**config.mk**
```make
export PLATFORM = sky130hd
export DESIGN_NAME = csr_stage
export DESIGN_NICKNAME = d
export VERILOG_FILES = /design/src/common/csr_pkg.sv /design/src/csr_stage/csr_access.sv /design/src/csr_stage/csr_commit.sv /design/src/csr_stage/csr_stage.sv /design/src/csr_stage/trap_ctrl.sv
export SDC_FILE = /design/constraint.sdc
export NUM_CORES = 1
export LEC_CHECK = 0
export ABC_CLOCK_PERIOD_IN_PS = 7500
export BUFFER_PORTS_ARGS = -buffer_cell sky130_fd_sc_hd__buf_2
export CAP_MARGIN = 10
export CORE_MARGIN = 1
export CORE_UTILIZATION = 44
export DETAILED_ROUTE_END_ITERATION = 10
export GPL_TIMING_DRIVEN = 0
export PLACE_DENSITY = 0.73
export SYNTH_ARGS = -nofsm -noshare
export SYNTH_HDL_FRONTEND = slang
export SYNTH_SLANG_ARGS = --single-unit
```
**constraint.sdc**
```tcl
create_clock -name clk -period 7.5 [get_ports clk]
set_clock_uncertainty 0.2 [all_clocks]
set_input_delay 0.75 -clock clk [delete_from_list [all_inputs] [get_ports clk]]
set_output_delay 0.75 -clock clk [all_outputs]
set_load 0.02 [all_outputs]
```
**src/common/csr_pkg.sv**
```systemverilog
package csr_pkg;

    // One data word of the core
    typedef logic [31:0] xlen_t;

    // CSR address
    // Bits 11:10 == 3 mark read-only, bits 9:8 give the lowest privilege
    typedef logic [11:0] csr_addr_t;

    // Only M and U are implemented
    typedef enum logic [1:0] {
        mode_user    = 2'd0,
        mode_machine = 2'd3
    } priv_mode_e;

    // Stage command
    typedef enum logic [2:0] {
        cmd_none  = 3'd0,
        cmd_write = 3'd1,
        cmd_set   = 3'd2,
        cmd_clear = 3'd3,
        cmd_ecall = 3'd4,
        cmd_mret  = 3'd5
    } csr_cmd_e;

    // mtvec seen as a raw word or as base plus mode
    typedef union packed {
        xlen_t raw;
        struct packed {
            logic [29:0] base;
            logic [1:0]  mode;
        } f;
    } tvec_u;

    // Vectored mtvec mode where 0 is direct
    localparam logic [1:0] tvec_vectored = 2'd1;

    // Implemented machine CSRs
    localparam csr_addr_t addr_mstatus  = 12'h300;
    localparam csr_addr_t addr_mie      = 12'h304;
    localparam csr_addr_t addr_mtvec    = 12'h305;
    localparam csr_addr_t addr_mscratch = 12'h340;
    localparam csr_addr_t addr_mepc     = 12'h341;
    localparam csr_addr_t addr_mcause   = 12'h342;
    localparam csr_addr_t addr_mip      = 12'h344;

    // Exception causes
    localparam xlen_t cause_ecall_u = 32'd8;
    localparam xlen_t cause_ecall_m = 32'd11;

    // Interrupt causes carry bit 31
    localparam xlen_t cause_m_timer = 32'h8000_0007;

    // mstatus fields
    localparam int mstatus_mie_bit  = 3;
    localparam int mstatus_mpie_bit = 7;
    // MPP occupies two bits from here
    localparam int mstatus_mpp_lsb  = 11;

    // Timer enable and pending positions
    localparam int mie_mtie_bit = 7;
    localparam int mip_mtip_bit = 7;

endpackage

```
**src/csr_stage/csr_access.sv**
```systemverilog
`timescale 1ns/10ps

module csr_access (
    input  csr_pkg::csr_cmd_e      req_cmd,
    input  csr_pkg::csr_addr_t     req_addr,
    input  csr_pkg::xlen_t         req_operand,
    input  csr_pkg::priv_mode_e    mode,
    input  csr_pkg::xlen_t         mstatus,
    input  csr_pkg::xlen_t         mie,
    input  csr_pkg::xlen_t         mtvec,
    input  csr_pkg::xlen_t         mscratch,
    input  csr_pkg::xlen_t         mepc,
    input  csr_pkg::xlen_t         mcause,
    input  csr_pkg::xlen_t         mip,
    output csr_pkg::xlen_t         old_value,
    output logic                   access_ok,
    output logic                   write_en,
    output csr_pkg::csr_addr_t     write_addr,
    output csr_pkg::xlen_t         new_value
);

    logic           is_rmw;
    logic           priv_ok;
    logic           read_only;
    logic           hit;
    csr_pkg::xlen_t map_value;

    // Only write, set and clear touch a CSR
    assign is_rmw = (req_cmd == csr_pkg::cmd_write) ||
                    (req_cmd == csr_pkg::cmd_set)   ||
                    (req_cmd == csr_pkg::cmd_clear);

    // Address privilege field against current mode
    assign priv_ok = (req_addr[9:8] <= mode);

    // Top two bits set, or mip which only mirrors the timer
    assign read_only = (req_addr[11:10] == 2'b11) || (req_addr == csr_pkg::addr_mip);

    // Implemented map where anything else reads 0
    always_comb begin
        hit       = 1'b1;
        map_value = '0;
        case (req_addr)
            csr_pkg::addr_mstatus:  map_value = mstatus;
            csr_pkg::addr_mie:      map_value = mie;
            csr_pkg::addr_mtvec:    map_value = mtvec;
            csr_pkg::addr_mscratch: map_value = mscratch;
            csr_pkg::addr_mepc:     map_value = mepc;
            csr_pkg::addr_mcause:   map_value = mcause;
            csr_pkg::addr_mip:      map_value = mip;
            default:                hit = 1'b0;
        endcase
    end

    assign access_ok = is_rmw && priv_ok;

    // Denied accesses read as zero
    assign old_value = access_ok ? map_value : '0;

    // Read-modify-write result
    always_comb begin
        case (req_cmd)
            csr_pkg::cmd_set:   new_value = old_value | req_operand;
            csr_pkg::cmd_clear: new_value = old_value & ~req_operand;
            default:            new_value = req_operand;
        endcase
    end

    // Unknown and read-only addresses drop the write
    assign write_en   = access_ok && hit && !read_only;
    assign write_addr = req_addr;

endmodule

```
**src/csr_stage/csr_commit.sv**
```systemverilog
`timescale 1ns/10ps

module csr_commit (
    input  logic                   clk,
    input  logic                   rst_n,
    input  logic                   req_valid,
    input  csr_pkg::xlen_t         req_pc,
    input  csr_pkg::csr_cmd_e      req_cmd,
    input  logic                   mtip,
    input  csr_pkg::xlen_t         old_value,
    input  logic                   access_ok,
    input  logic                   write_en,
    input  csr_pkg::csr_addr_t     write_addr,
    input  csr_pkg::xlen_t         new_value,
    input  logic                   trap_take,
    input  logic                   trap_is_return,
    input  csr_pkg::xlen_t         trap_cause,
    input  csr_pkg::xlen_t         trap_vector,
    output csr_pkg::xlen_t         mstatus,
    output csr_pkg::xlen_t         mie,
    output csr_pkg::tvec_u         mtvec,
    output csr_pkg::xlen_t         mscratch,
    output csr_pkg::xlen_t         mepc,
    output csr_pkg::xlen_t         mcause,
    output csr_pkg::xlen_t         mip,
    output csr_pkg::priv_mode_e    mode,
    output logic                   rsp_valid,
    output csr_pkg::xlen_t         rsp_rdata,
    output logic                   rsp_trap,
    output csr_pkg::xlen_t         rsp_vector
);

    // mstatus fields kept individually
    logic                status_mie;
    logic                status_mpie;
    csr_pkg::priv_mode_e status_mpp;
    logic                mtie;
    logic                sw_write;

    // Software write only when no trap or return claims the cycle
    assign sw_write = req_valid && write_en && !trap_take && !trap_is_return;

    always_ff @(posedge clk or negedge rst_n) begin
        if (!rst_n) begin
            mode        <= csr_pkg::mode_machine;
            status_mie  <= 1'b0;
            status_mpie <= 1'b0;
            status_mpp  <= csr_pkg::mode_user;
            mtie        <= 1'b0;
            mtvec       <= '0;
            mscratch    <= '0;
            mepc        <= '0;
            mcause      <= '0;
        end else if (trap_take) begin
            // Enter machine mode and stack the interrupt enable
            mepc        <= {req_pc[31:2], 2'b00};
            mcause      <= trap_cause;
            status_mpie <= status_mie;
            status_mie  <= 1'b0;
            status_mpp  <= mode;
            mode        <= csr_pkg::mode_machine;
        end else if (trap_is_return) begin
            // Pop the stack and leave the lowest mode in MPP
            mode        <= status_mpp;
            status_mie  <= status_mpie;
            status_mpie <= 1'b1;
            status_mpp  <= csr_pkg::mode_user;
        end else if (sw_write) begin
            case (write_addr)
                csr_pkg::addr_mstatus: begin
                    status_mie  <= new_value[csr_pkg::mstatus_mie_bit];
                    status_mpie <= new_value[csr_pkg::mstatus_mpie_bit];
                    // MPP holds legal modes only so 1 and 2 fold to user
                    status_mpp  <= (new_value[csr_pkg::mstatus_mpp_lsb +: 2] == 2'b11) ?
                                   csr_pkg::mode_machine : csr_pkg::mode_user;
                end
                csr_pkg::addr_mie:      mtie <= new_value[csr_pkg::mie_mtie_bit];
                csr_pkg::addr_mtvec:    mtvec.raw <= new_value;
                csr_pkg::addr_mscratch: mscratch <= new_value;
                // Instruction alignment
                csr_pkg::addr_mepc:     mepc <= {new_value[31:2], 2'b00};
                csr_pkg::addr_mcause:   mcause <= new_value;
                default: begin
                end
            endcase
        end
    end

    // Word views for the access mux
    always_comb begin
        mstatus = '0;
        mstatus[csr_pkg::mstatus_mie_bit]        = status_mie;
        mstatus[csr_pkg::mstatus_mpie_bit]       = status_mpie;
        mstatus[csr_pkg::mstatus_mpp_lsb +: 2]   = status_mpp;
        mie = '0;
        mie[csr_pkg::mie_mtie_bit] = mtie;
        mip = '0;
        mip[csr_pkg::mip_mtip_bit] = mtip;
    end

    // Response control
    always_ff @(posedge clk or negedge rst_n) begin
        if (!rst_n) begin
            rsp_valid <= 1'b0;
            rsp_trap  <= 1'b0;
        end else begin
            rsp_valid <= req_valid;
            rsp_trap  <= req_valid && (trap_take || trap_is_return);
        end
    end

    // Response payload carries the old value unless a trap took the cycle
    always_ff @(posedge clk) begin
        rsp_rdata  <= (access_ok && !trap_take) ? old_value : '0;
        rsp_vector <= trap_vector;
    end

    assert property (@(posedge clk) disable iff (!rst_n)
        mode inside {csr_pkg::mode_user, csr_pkg::mode_machine});

    assert property (@(posedge clk) disable iff (!rst_n) rsp_trap |-> rsp_valid);

    // A return decided upstream must come from an mret request
    assert property (@(posedge clk) disable iff (!rst_n)
        trap_is_return |-> (req_cmd == csr_pkg::cmd_mret));

endmodule

```
**src/csr_stage/csr_stage.sv**
```systemverilog
`timescale 1ns/10ps

module csr_stage (
    input  logic                   clk,
    input  logic                   rst_n,
    input  logic                   req_valid,
    input  csr_pkg::csr_cmd_e      req_cmd,
    input  csr_pkg::csr_addr_t     req_addr,
    input  csr_pkg::xlen_t         req_operand,
    input  csr_pkg::xlen_t         req_pc,
    input  logic [63:0]            mtime,
    input  logic [63:0]            mtimecmp,
    output logic                   rsp_valid,
    output csr_pkg::xlen_t         rsp_rdata,
    output logic                   rsp_trap,
    output csr_pkg::xlen_t         rsp_vector,
    output csr_pkg::priv_mode_e    mode
);

    // Architectural state views from the commit block
    csr_pkg::xlen_t     mstatus;
    csr_pkg::xlen_t     mie;
    csr_pkg::tvec_u     mtvec;
    csr_pkg::xlen_t     mscratch;
    csr_pkg::xlen_t     mepc;
    csr_pkg::xlen_t     mcause;
    csr_pkg::xlen_t     mip;

    // Registered timer pending
    logic               mtip;

    // Access results
    csr_pkg::xlen_t     old_value;
    logic               access_ok;
    logic               write_en;
    csr_pkg::csr_addr_t write_addr;
    csr_pkg::xlen_t     new_value;

    // Trap results
    logic               trap_take;
    logic               trap_is_return;
    csr_pkg::xlen_t     trap_cause;
    csr_pkg::xlen_t     trap_vector;

    // Register access path
    csr_access csr_access_inst (
        .req_cmd     (req_cmd),
        .req_addr    (req_addr),
        .req_operand (req_operand),
        .mode        (mode),
        .mstatus     (mstatus),
        .mie         (mie),
        .mtvec       (mtvec.raw),
        .mscratch    (mscratch),
        .mepc        (mepc),
        .mcause      (mcause),
        .mip         (mip),
        .old_value   (old_value),
        .access_ok   (access_ok),
        .write_en    (write_en),
        .write_addr  (write_addr),
        .new_value   (new_value)
    );

    // Trap decision running alongside the access
    trap_ctrl trap_ctrl_inst (
        .clk            (clk),
        .rst_n          (rst_n),
        .mtime          (mtime),
        .mtimecmp       (mtimecmp),
        .req_valid      (req_valid),
        .req_cmd        (req_cmd),
        .mode           (mode),
        .mstatus_mie    (mstatus[csr_pkg::mstatus_mie_bit]),
        .mie_mtie       (mie[csr_pkg::mie_mtie_bit]),
        .mtvec          (mtvec),
        .mepc           (mepc),
        .mtip           (mtip),
        .trap_take      (trap_take),
        .trap_is_return (trap_is_return),
        .trap_cause     (trap_cause),
        .trap_vector    (trap_vector)
    );

    // State owner and response register
    csr_commit csr_commit_inst (
        .clk            (clk),
        .rst_n          (rst_n),
        .req_valid      (req_valid),
        .req_pc         (req_pc),
        .req_cmd        (req_cmd),
        .mtip           (mtip),
        .old_value      (old_value),
        .access_ok      (access_ok),
        .write_en       (write_en),
        .write_addr     (write_addr),
        .new_value      (new_value),
        .trap_take      (trap_take),
        .trap_is_return (trap_is_return),
        .trap_cause     (trap_cause),
        .trap_vector    (trap_vector),
        .mstatus        (mstatus),
        .mie            (mie),
        .mtvec          (mtvec),
        .mscratch       (mscratch),
        .mepc           (mepc),
        .mcause         (mcause),
        .mip            (mip),
        .mode           (mode),
        .rsp_valid      (rsp_valid),
        .rsp_rdata      (rsp_rdata),
        .rsp_trap       (rsp_trap),
        .rsp_vector     (rsp_vector)
    );

endmodule

```
**src/csr_stage/trap_ctrl.sv**
```systemverilog
`timescale 1ns/10ps

module trap_ctrl (
    input  logic                   clk,
    input  logic                   rst_n,
    input  logic [63:0]            mtime,
    input  logic [63:0]            mtimecmp,
    input  logic                   req_valid,
    input  csr_pkg::csr_cmd_e      req_cmd,
    input  csr_pkg::priv_mode_e    mode,
    input  logic                   mstatus_mie,
    input  logic                   mie_mtie,
    input  csr_pkg::tvec_u         mtvec,
    input  csr_pkg::xlen_t         mepc,
    output logic                   mtip,
    output logic                   trap_take,
    output logic                   trap_is_return,
    output csr_pkg::xlen_t         trap_cause,
    output csr_pkg::xlen_t         trap_vector
);

    logic           mtip_q;
    logic           irq;
    logic           ecall;
    csr_pkg::xlen_t vec_base;
    csr_pkg::xlen_t vec_offset;

    // Timer compare registered one cycle ahead of the pending bit
    always_ff @(posedge clk or negedge rst_n) begin
        if (!rst_n) begin
            mtip_q <= 1'b0;
        end else begin
            mtip_q <= (mtime >= mtimecmp);
        end
    end

    assign mtip = mtip_q;

    // Pending and enabled both globally and locally
    assign irq   = req_valid && mtip_q && mstatus_mie && mie_mtie;
    assign ecall = req_valid && (req_cmd == csr_pkg::cmd_ecall);

    // Interrupt wins over whatever command came with it
    assign trap_take      = irq || ecall;
    assign trap_is_return = req_valid && !irq && (req_cmd == csr_pkg::cmd_mret);

    // ecall cause follows the mode it came from
    assign trap_cause = irq ? csr_pkg::cause_m_timer :
                        (mode == csr_pkg::mode_user) ? csr_pkg::cause_ecall_u :
                                                       csr_pkg::cause_ecall_m;

    // Base with the mode bits dropped
    assign vec_base = {mtvec.f.base, 2'b00};

    // Vectored mode adds four times the code for interrupts only
    assign vec_offset = (irq && (mtvec.f.mode == csr_pkg::tvec_vectored)) ?
                        {trap_cause[29:0], 2'b00} : '0;

    assign trap_vector = trap_is_return ? mepc :
                         trap_take      ? vec_base + vec_offset : '0;

    // A trap and a return in the same request would race on mode
    assert property (@(posedge clk) disable iff (!rst_n) !(trap_take && trap_is_return));

endmodule

```
# --- Word level (Yosys, flattened, before mapping) ---
# Index checks and enable logic that the tools add are counted.
word_totals:
  inputBits: 210
  elab_cells: 108
  out_inout_bits: 68
  register_bits: 202
classes:
  eq_ne: 16
  reduce_logical: 38
  addsub: 1
  bitwise: 5
  mux: 32
  magnitude_cmp: 2
ops:
  columns: ["operator", "n"]
  rows:
  - ["$mux 32", 13]
  - ["$pmux 32 s7", 1]
  - ["$eq 12x10->1 const B", 7]
  - ["$ge 64x64->1", 1]
  - ["$pmux 32 s2", 1]
  - ["$add 32x32->32", 1]
  - ["$and 32x32->32", 1]
  - ["$not 32->32", 1]
  - ["$or 32x32->32", 1]
  - ["$mux 2", 8]
  - ["$logic_and 1x1->1", 15]
  - ["$reduce_and 4->1", 3]
  - ["$mux 1", 9]
  - ["$reduce_bool 2->1", 4]
  - ["$reduce_or 7->1", 1]
  - ["$eq 3x2->1 const B", 2]
  - ["$eq 3x3->1 const B", 2]
  - ["$reduce_and 3->1", 2]
  - ["$reduce_bool 3->1", 2]
  - ["$logic_or 1x1->1", 5]
  - ["$eq 2x2->1 const B", 2]
  - ["$logic_not 1->1", 4]
  - ["$eq 3x1->1 const B", 1]
  - ["$eq 2x1->1 const B", 1]
  - ["other kinds (5)", 6]

# --- Depth between registers and ports, before layout ---
# Gate-level depths: netlist of run 1.
depth:
  depth_word: 13
  mapped_depth: 10
  mapped_depth_nobuf: 10

# --- Modules after synthesis ---
# Synthesis of run 1 repeated with hierarchy kept, for this count alone.
hier_totals:
  hier_cells: 1608
  hier_area_um2: 14590.2
by_module_without_submodules:
  columns: ["module", "area_per_inst_um2", "n_inst", "cells_per_inst", "seq_area_each_um2"]
  rows:
  - ["csr_commit", 8434.3, 1, 748, 4662.0]
  - ["csr_access", 3211.8, 1, 431, 0.0]
  - ["trap_ctrl", 2944.1, 1, 429, 25.0]

# --- Worst setup path before layout of run 1 ---
# No wires, ideal clock.
synth_timing:
  path_kind: "input to register"
  start: "input port req_valid"
  end: "register csr_commit_inst.rsp_vector[22]"
  required_ps: 7176
  setup_slack_ps: 4307
  arrival_ps: 2869
  path_stages: 9
  path_buffers: 0
  setup_ps: 124
  path_cell_list: "nand4_1 > nor3b_1 > ha_1 > fa_1 > a21o_1 > a21oi_1 > or4b_2 > xor2_1 > o21ai_1"
synth_between:
  elab_chain_cells: 8
  word_cells_on_any_way: 14
  classes_between: "add/sub (1); mux (4); reduce/logical (9)"
synth_rtl:
  columns: ["element", "line_no", "rtl"]
  rows:
  - ["start, declared", "csr_stage.sv:6", "input logic req_valid,"]
  - ["$logic_and 1x1->1 (3 in a row)", "trap_ctrl.sv:40", "assign irq = req_valid && mtip_q && mstatus_mie && mie_mtie;"]
  - ["$mux 32 or $logic_and 1x1->1 (tied branches)", "trap_ctrl.sv:48, trap_ctrl.sv:56", null]
  - ["$mux 32", "trap_ctrl.sv:56", "assign vec_offset = (irq && (mtvec.f.mode == csr_pkg::tvec_vectored)) ?"]
  - ["$add 32x32->32", "trap_ctrl.sv:60", "trap_take ? vec_base + vec_offset : '0;"]
  - ["$mux 32", "trap_ctrl.sv:60", null]
  - ["$mux 32 (*)", "trap_ctrl.sv:59", "assign trap_vector = trap_is_return ? mepc :"]
  - ["via csr_commit_inst.trap_vector[22]", "csr_commit.sv:18", "input csr_pkg::xlen_t trap_vector,"]
  - ["end signal, assigned", "csr_commit.sv:115", "rsp_vector <= trap_vector;"]
  - ["end, declared", "csr_commit.sv:30", "output csr_pkg::xlen_t rsp_vector"]
# Mark *: on every way through the listed nets, which the timed path passes. The rest lies on a longest branch.
# A chain may end at the register's enable or synchronous reset.

# --- Worst setup path after layout of run 1 ---
layout_timing:
  start: "input port req_valid"
  end: "register csr_commit_inst.rsp_vector[31]"
# The elaborated chain is that of the path after synthesis.

==> flow_metrics.py, run 1 <==
metrics = {
    "flow_run": {
        "drv_cap": 0,
    },
    "worst_setup_path": {
        "worst_path_largest_cell_delay_ns": 0.58,
        "end_kind": "flip-flop",
        "crit_path_start_kind": "input port",
        "cp_max_fo": 10,
        "cp_cell_sequence": "buf_2, nand4_1, nor3b_1, ha_1, a21o_1, a21o_1, a21oi_1, clkbuf_1, nor3_1, xnor2_1, o21ai_0",
        "path_class": "input port to flip-flop",
        "cp.required_ns": 7.60,
        "slowest_stage": "nor3b_1",
        "worstPathArrival_ns": 4.02,
        "crit_top_cell": "a21o_1",
    },
    "sta": {
        "slew_headroom": 0.301,
        "tns_ns": 0,
        "post-route-period-util": 0.522,
        "setup_violations": 0,
        "tightest_slew_ns": 1.03,
        "period_needed_ns": 3.92,
        "hold_viol": 0,
        "rsz0062_at_grt": "false",
        "max_freq_mhz": 255,
        "final_max_slew_viol_count": 0,
    },
    "floorplan": {
        "io_pins": 278,
        "fp.dieW_um": 160,
        "rows": 57,
        "start_util": 0.449,
        "design.die.area_um2": 25500,
        "coreArea_um2": 24300,
        "die_y_um": 160,
    },
    "power": {
        "p_clk_frac": 0.389,
        "ir_drop_mv": 0.172,
        "p_leak_nw": 6.32,
        "intPower_mw": 1.76,
        "seq_power_share": 0.475,
        "p_sw_mw": 0.667,
        "powerDensity_nw_per_um2": 182,
        "power_switching_share": 0.275,
        "power_frac_comb": 0.137,
    },
    "route": {
        "initialDrtViolationCount": 1123,
        "routedWlPerCell_um": 20.1,
        "totalWireLength_um": 37500,
        "drc": 0,
        "first_pass_iters": 7,
        "vias": 10916,
        "vias_per_cell": 5.86,
        "ant_nets": 0,
    },
    "finish": {
        "fin_nets": 1808,
        "num_antenna_cells": 0,
        "drive_gt1_frac": 0.219,
        "area_growth_pct": 22.0,
        "postLayoutCoreUtil": 0.548,
    },
    "synthesis": {
        "synthTopCellsByArea": "dfrtp_1 31%, dfxtp_1 11%, ha_1 8.0%",
        "synth_edf_count": 0,
        "synthDominantCellAreaShare": 0.307,
        "ys_seq_area_frac": 0.425,
        "ys_warn_count": 0,
        "synth_commonest_cells": "178 x nand2_1, 155 x o21ai_0, 134 x dfrtp_1, 72 x inv_1, 70 x ha_1",
        "syn-cell-area_um2": 10900,
        "avgSynthCellArea_um2": 8.86,
        "synth.most_common_cell": "nand2_1",
        "yosys.area.top_type": "dfrtp_1",
        "async_flop_share": 0.687,
        "synth_top_flop_cell": "dfrtp_1",
        "synth.distinct_cells": 66,
        "synth.ff_latch_count": 198,
        "syn_inst": 1233,
    },
    "placed_design": {
        "gp_congestion": 0.914,
        "dp_hpwl_um": 27700,
        "port_buffers": 272,
    },
    "global_routing": {
        "track_usage": 0.298,
        "grt_pass1_vias": 11010,
        "grt_pass1_wl_um": 58700,
        "grt_max_degree": 95,
        "grt_antenna_before_repair": 0,
        "gr-total-overflow": 0,
    },
    "clocking": {
        "cts_buffer_depth": 2,
        "cts_setup_buffers": 0,
        "insertion_delay_ns": 0.45,
        "cts_tree": "done",
        "ctsRootBufferMaster": "clkbuf_16",
        "cts_resized": 0,
        "hold_buffers": 0,
        "cts.sinks": 198,
        "numCtsBuffers": 17,
        "cts_max_level": 4,
        "path_clk_slew_ns": 0.07,
    },
    "worst_hold_path": {
        "hold_path.class": "input port to asynchronous set/reset pin",
    },
    "outcome": {
        "status": "completed",
    },
}
cells in the final DEF, fill, tap and decap left out, types with 7 or more instances in the layout:
cell type | Yosys | layout
and2_1 | 31 | 31
xnor2_1 | 19 | 19
nor2_1 | 54 | 54
a21o_1 | 17 | 17
o21ai_1 | 28 | 28
o21ai_0 | 155 | 155
nor2b_1 | 8 | 8
a22oi_1 | 26 | 26
clkbuf_16 | 0 | 17
mux2_2 | 7 | 7
dfrtp_1 | 134 | 134
nand3_1 | 28 | 28
ha_1 | 70 | 70
a31oi_1 | 7 | 7
buf_2 | 13 | 284
nand2_1 | 178 | 178
nor3_1 | 16 | 16
o2bb2ai_1 | 27 | 27
xor2_1 | 9 | 9
mux2i_1 | 28 | 28
o31a_1 | 26 | 26
inv_1 | 72 | 72
clkbuf_1 | 59 | 61
nand4_1 | 19 | 19
a21oi_1 | 41 | 41
dfxtp_1 | 62 | 62
stage by stage:
stage / cells / cell area (um2) / hold slack (ns) / total power, mW / setup slack, ns
final: 1864 / 13300 / 0.0162 / 2.42 / 3.58
after global routing: 1864 / 13300 / 0.0523 / 2.51 / 3.36
after CTS: 1864 / 13300 / 0.0336 / 2.42 / 3.63
after detailed placement: 1832 / 12700 / 0.270 / 1.50 / 3.24
after global placement: 1831 / 12700 / 0.261 / 1.48 / 3.31
after floorplan: 1235 / 10900 / 0.241 / 1.34 / 4.31
state kept, by name, summed over array words and instances, names as in the netlist:
register                     cells
csr_commit_inst.mcause          32
csr_commit_inst.mepc            30
csr_commit_inst.mode             2
csr_commit_inst.mscratch        32
csr_commit_inst.mtie             1
csr_commit_inst.mtvec           32
csr_commit_inst.rsp_rdata       32
csr_commit_inst.rsp_trap         1
csr_commit_inst.rsp_valid        1
csr_commit_inst.rsp_vector      30
csr_commit_inst.status_mie       1
csr_commit_inst.status_mpie      1
csr_commit_inst.status_mpp       2
trap_ctrl_inst.mtip              1
worst max-delay path: cells and delay by family:
family / cells / cell delay [ns]
AOI/OAI and AO/OA: 4 / 1.08
xor gates and xnor gates: 1 / 0.15
adders and majority gates: 1 / 0.35
buffers and inverters: 2 / 0.70
and+or+nand+nor: 3 / 0.98
cells by family (layout without fill, tap and decap cells):
| kind of cell | count (synthesis) | count (layout) | share of synthesized area |
|---|---|---|---|
| buffers and inverters | 150 | 455 | 0.0540 |
| adders and majority gates | 71 | 71 | 0.0820 |
| other | 1 | 3 | 0.000343 |
| muxes | 35 | 35 | 0.0329 |
| xor gates and xnor gates | 28 | 28 | 0.0224 |
| and+or+nand+nor | 379 | 379 | 0.166 |
| DFF | 198 | 198 | 0.425 |
| AOI/OAI and AO/OA | 371 | 371 | 0.217 |
power groups by stage:
stage                     Clock, mW  Sequential (mW)  Combinational, mW
after floorplan                   0             1.16              0.178
after global placement            0             1.17              0.317
after detailed placement          0             1.17              0.328
after CTS                     0.944             1.15              0.330
after global routing          0.987             1.15              0.370
final                         0.942             1.15              0.332
metal layers:
layer / global-route usage / wire, um / vias up
met5: 0.00189 / 0 / -
met4: 0.169 / 1940 / 0
met3: 0.0602 / 3760 / 143
met2: 0.490 / 17400 / 669
met1: 0.365 / 14400 / 5141
li1: - / - / 4963
worst paths after layout:
path,from,end,slack [ns],depth (start not counted)
max,req_valid,csr_commit_inst.rsp_vector[31],3.58,11
max in group asynchronous,rst_n,csr_commit_inst.mode[0],6.26,2
min in group clk,csr_commit_inst.mscratch[21],csr_commit_inst.mscratch[21],0.28,2
min reg2reg,csr_commit_inst.mscratch[21],csr_commit_inst.mscratch[21],0.28,2
min,rst_n,csr_commit_inst.rsp_trap,0.02,1
max reg2reg,csr_commit_inst.status_mie,csr_commit_inst.rsp_vector[31],3.63,10
area by class of cell:
cell class	count	area, um2
Sequential cell	198	4650
Multi-Input combinational cell	887	5700
Inverter	72	270
Tap cell	324	405
Buffer	78	320
Fill cell	2230	11000
Clock inverter	13	161
Timing Repair Buffer	273	1400
Clock buffer	19	433
No activity file was read; power rests on OpenSTA's default activity.
==> run 2: changes to the inputs <==
--- a/config.mk
+++ b/config.mk
@@ -5,14 +5,15 @@
 export SDC_FILE = /design/constraint.sdc
 export NUM_CORES = 1
 export LEC_CHECK = 0
-export ABC_CLOCK_PERIOD_IN_PS = 7500
+export ABC_AREA = 1
+export ABC_CLOCK_PERIOD_IN_PS = 3800
 export BUFFER_PORTS_ARGS = -buffer_cell sky130_fd_sc_hd__buf_2
 export CAP_MARGIN = 10
 export CORE_MARGIN = 1
 export CORE_UTILIZATION = 44
 export DETAILED_ROUTE_END_ITERATION = 10
 export GPL_TIMING_DRIVEN = 0
-export PLACE_DENSITY = 0.73
+export PLACE_DENSITY = 0.72
 export SYNTH_ARGS = -nofsm -noshare
 export SYNTH_HDL_FRONTEND = slang
 export SYNTH_SLANG_ARGS = --single-unit
==> constraint.sdc (replaced) <==
create_clock -name clk -period 3.8 [get_ports clk]
set_clock_uncertainty 0.2 [all_clocks]
set_input_delay 0.38 -clock clk [delete_from_list [all_inputs] [get_ports clk]]
set_output_delay 0.38 -clock clk [all_outputs]
set_load 0.02 [all_outputs]
==> flow_metrics.py, run 2 <==
metrics = {
    "outcome": {
        "status": "completed",
    },
    "placed_design": {
        "dp.cells": 2418,
        "port_buffers": 273,
        "dp_hpwl_um": 37200,
        "gp_congestion": 1.00,
    },
    "power": {
        "p_leak_nw": 7.84,
        "p_total_mw": 4.91,
        "ir_drop_mv": 0.310,
        "powerDensity_nw_per_um2": 331,
    },
    "floorplan": {
        "coreArea_um2": 27200,
        "io_pins": 278,
        "design.die.area_um2": 28600,
        "die_y_um": 169,
        "rows": 60,
        "fp.dieW_um": 169,
        "start_util": 0.452,
    },
    "synthesis": {
        "synth.most_common_cell": "nand2_1",
        "yosys.area.top_type": "dfrtp_1",
        "ys_seq_area_frac": 0.379,
        "avgSynthCellArea_um2": 6.93,
        "synth_top_flop_cell": "dfrtp_1",
        "synthDominantCellAreaShare": 0.273,
        "ys_warn_count": 0,
        "synth.ff_latch_count": 198,
        "synth.distinct_cells": 54,
        "syn_inst": 1770,
        "syn-cell-area_um2": 12300,
        "synthTopCellsByArea": "dfrtp_1 27%, nand2_1 19%, dfxtp_1 10%",
        "synth_edf_count": 0,
        "synth_commonest_cells": "624 x nand2_1, 170 x inv_1, 148 x nor2_1, 134 x dfrtp_1, 98 x o21ai_0",
        "async_flop_share": 0.687,
    },
    "sta": {
        "final_max_slew_viol_count": 0,
        "tns_ns": 0,
        "period_needed_ns": 3.65,
        "max_freq_mhz": 274,
        "setup_violations": 0,
        "tightest_slew_ns": 1.07,
        "hold_viol": 0,
        "fin_hold_ws_ns": 0.00546,
        "slew_headroom": 0.286,
        "rsz0062_at_grt": "false",
        "post-route-period-util": 0.960,
    },
    "clocking": {
        "cts_max_level": 4,
        "path_clk_slew_ns": 0.08,
        "numCtsBuffers": 17,
        "cts_buffer_depth": 2,
        "insertion_delay_ns": 0.44,
        "ctsRootBufferMaster": "clkbuf_16",
        "cts.sinks": 198,
        "cts_tree": "done",
    },
    "flow_run": {
        "drv_cap": 0,
    },
    "route": {
        "first_pass_iters": 9,
        "totalWireLength_um": 49800,
        "vias": 13821,
        "routedWlPerCell_um": 20.3,
        "initialDrtViolationCount": 1781,
        "ant_nets": 0,
        "vias_per_cell": 5.62,
        "drc": 0,
    },
    "global_routing": {
        "grt_max_degree": 90,
        "grt_antenna_before_repair": 0,
        "gr-total-overflow": 0,
        "track_usage": 0.349,
        "grt_pass1_wl_um": 73900,
        "grt_pass1_vias": 13039,
    },
    "worst_setup_path": {
        "path_class": "flip-flop to flip-flop",
        "cp_max_fo": 5,
        "end_kind": "flip-flop",
        "cp.required_ns": 3.88,
        "slowest_stage": "dfrtp_1",
        "cp_cell_sequence": "nand4_1, nor3_4, ha_1, fa_1, nand3_1, nand2_2, inv_1, nor2_1, inv_1, nor2_2, nand4_1, nor2_1, inv_1, nor2_1, nand2_1, nand3_1, o21ai_0",
        "worst_path_largest_cell_delay_ns": 0.42,
        "crit_path_start_kind": "flip-flop",
        "worstPathArrival_ns": 3.72,
    },
    "finish": {
        "fin_nets": 2353,
        "fill_cells": 2716,
        "final_cells": 2458,
        "final_common_cell": "nand2_1",
        "drive_gt1_frac": 0.190,
        "area_growth_pct": 20.7,
        "final_cell_mix": "623 x nand2_1, 300 x buf_2, 170 x inv_1",
    },
    "worst_hold_path": {
        "hold_path.class": "input port to flip-flop",
    },
}
[run 2: where the power goes]
part / leakage [nW] / switching [mW] / total, mW / internal, mW
clock: 0.291 / 0.933 / 1.89 / 0.961
combinational: 5.27 / 0.432 / 0.689 / 0.257
sequential: 2.29 / 0.102 / 2.33 / 2.22
total: 7.84 / 1.47 / 4.91 / 3.44
[run 2: cells by family (layout without fill, tap and decap cells)]
kind of cell | Yosys count | in the layout | synth area share
flip-flops | 198 | 198 | 0.379
AO/OA/AOI/OAI | 288 | 288 | 0.134
adder cells (fa/ha/maj) | 71 | 71 | 0.0730
other | 1 | 4 | 0.000306
buffers and inverters | 254 | 567 | 0.0852
XOR/XNOR | 4 | 4 | 0.00285
AND/OR/NAND/NOR | 954 | 954 | 0.326
[run 2: through the flow]
step,setup WS [ns],utilization,cell area (um2)
3_5_place_dp,-0.323,0.521,14100
5_1_grt,0.0162,0.545,14800
2_1_floorplan,0.880,-,12300
4_1_cts,0.0000715,0.543,14800
3_3_place_gp,-0.279,0.519,14100
6_report,0.152,0.545,14800
[run 2: worst paths after layout]
path                                                  start                              to  slack (ns)  cells past startpoint
worst max register to register          trap_ctrl_inst.mtip  csr_commit_inst.rsp_vector[28]        0.15                     17
worst min-delay path                             req_pc[13]        csr_commit_inst.mepc[13]       0.005                      3
worst max-delay path                    trap_ctrl_inst.mtip  csr_commit_inst.rsp_vector[28]        0.15                     17
min in group asynchronous                             rst_n     csr_commit_inst.mscratch[6]        0.26                      2
worst min register to register  csr_commit_inst.mscratch[7]     csr_commit_inst.mscratch[7]        0.28                      2
max in group asynchronous                             rst_n      csr_commit_inst.mcause[23]        2.27                      3
[run 2: area by class of cell]
cell class                      instances  area, um2  share of cell area
Antenna cell                            1       2.50            0.000169
Sequential cell                       198       4650               0.314
Clock buffer                           19        443              0.0299
Timing Repair Buffer                  281       1460              0.0984
Clock inverter                         13        154              0.0104
Inverter                              180        676              0.0456
Buffer                                 74        370              0.0250
Multi-Input combinational cell       1320       6610               0.446
Tap cell                              372        465              0.0314
[run 2: repair_timing]
action	in CTS	in global routing
endpoints found under the setup margin	2	2
setup buffers	0	5
endpoints found under the hold margin	46	0
hold buffers	2	0
pin swaps	0	2
gates resized for setup	1	3
[run 2: worst max-delay path, delay by kind of cell, from the launching register on]
family,cells,cell delay [ns]
buf+inv,3,0.39
fa+ha+maj,2,0.46
compound gates,1,0.15
flops,1,0.42
simple gates,11,1.86
[run 2: routing by layer]
layer | track usage | part of all wire | vias to the layer above | wire length [um]
met2 | 0.566 | 0.46 | 975 | 22700
met1 | 0.434 | 0.38 | 6350 | 18900
met3 | 0.0851 | 0.12 | 144 | 5950
li1 | - | - | 6352 | -
met4 | 0.169 | 0.046 | 0 | 2270
met5 | 0 | 0 | - | 0
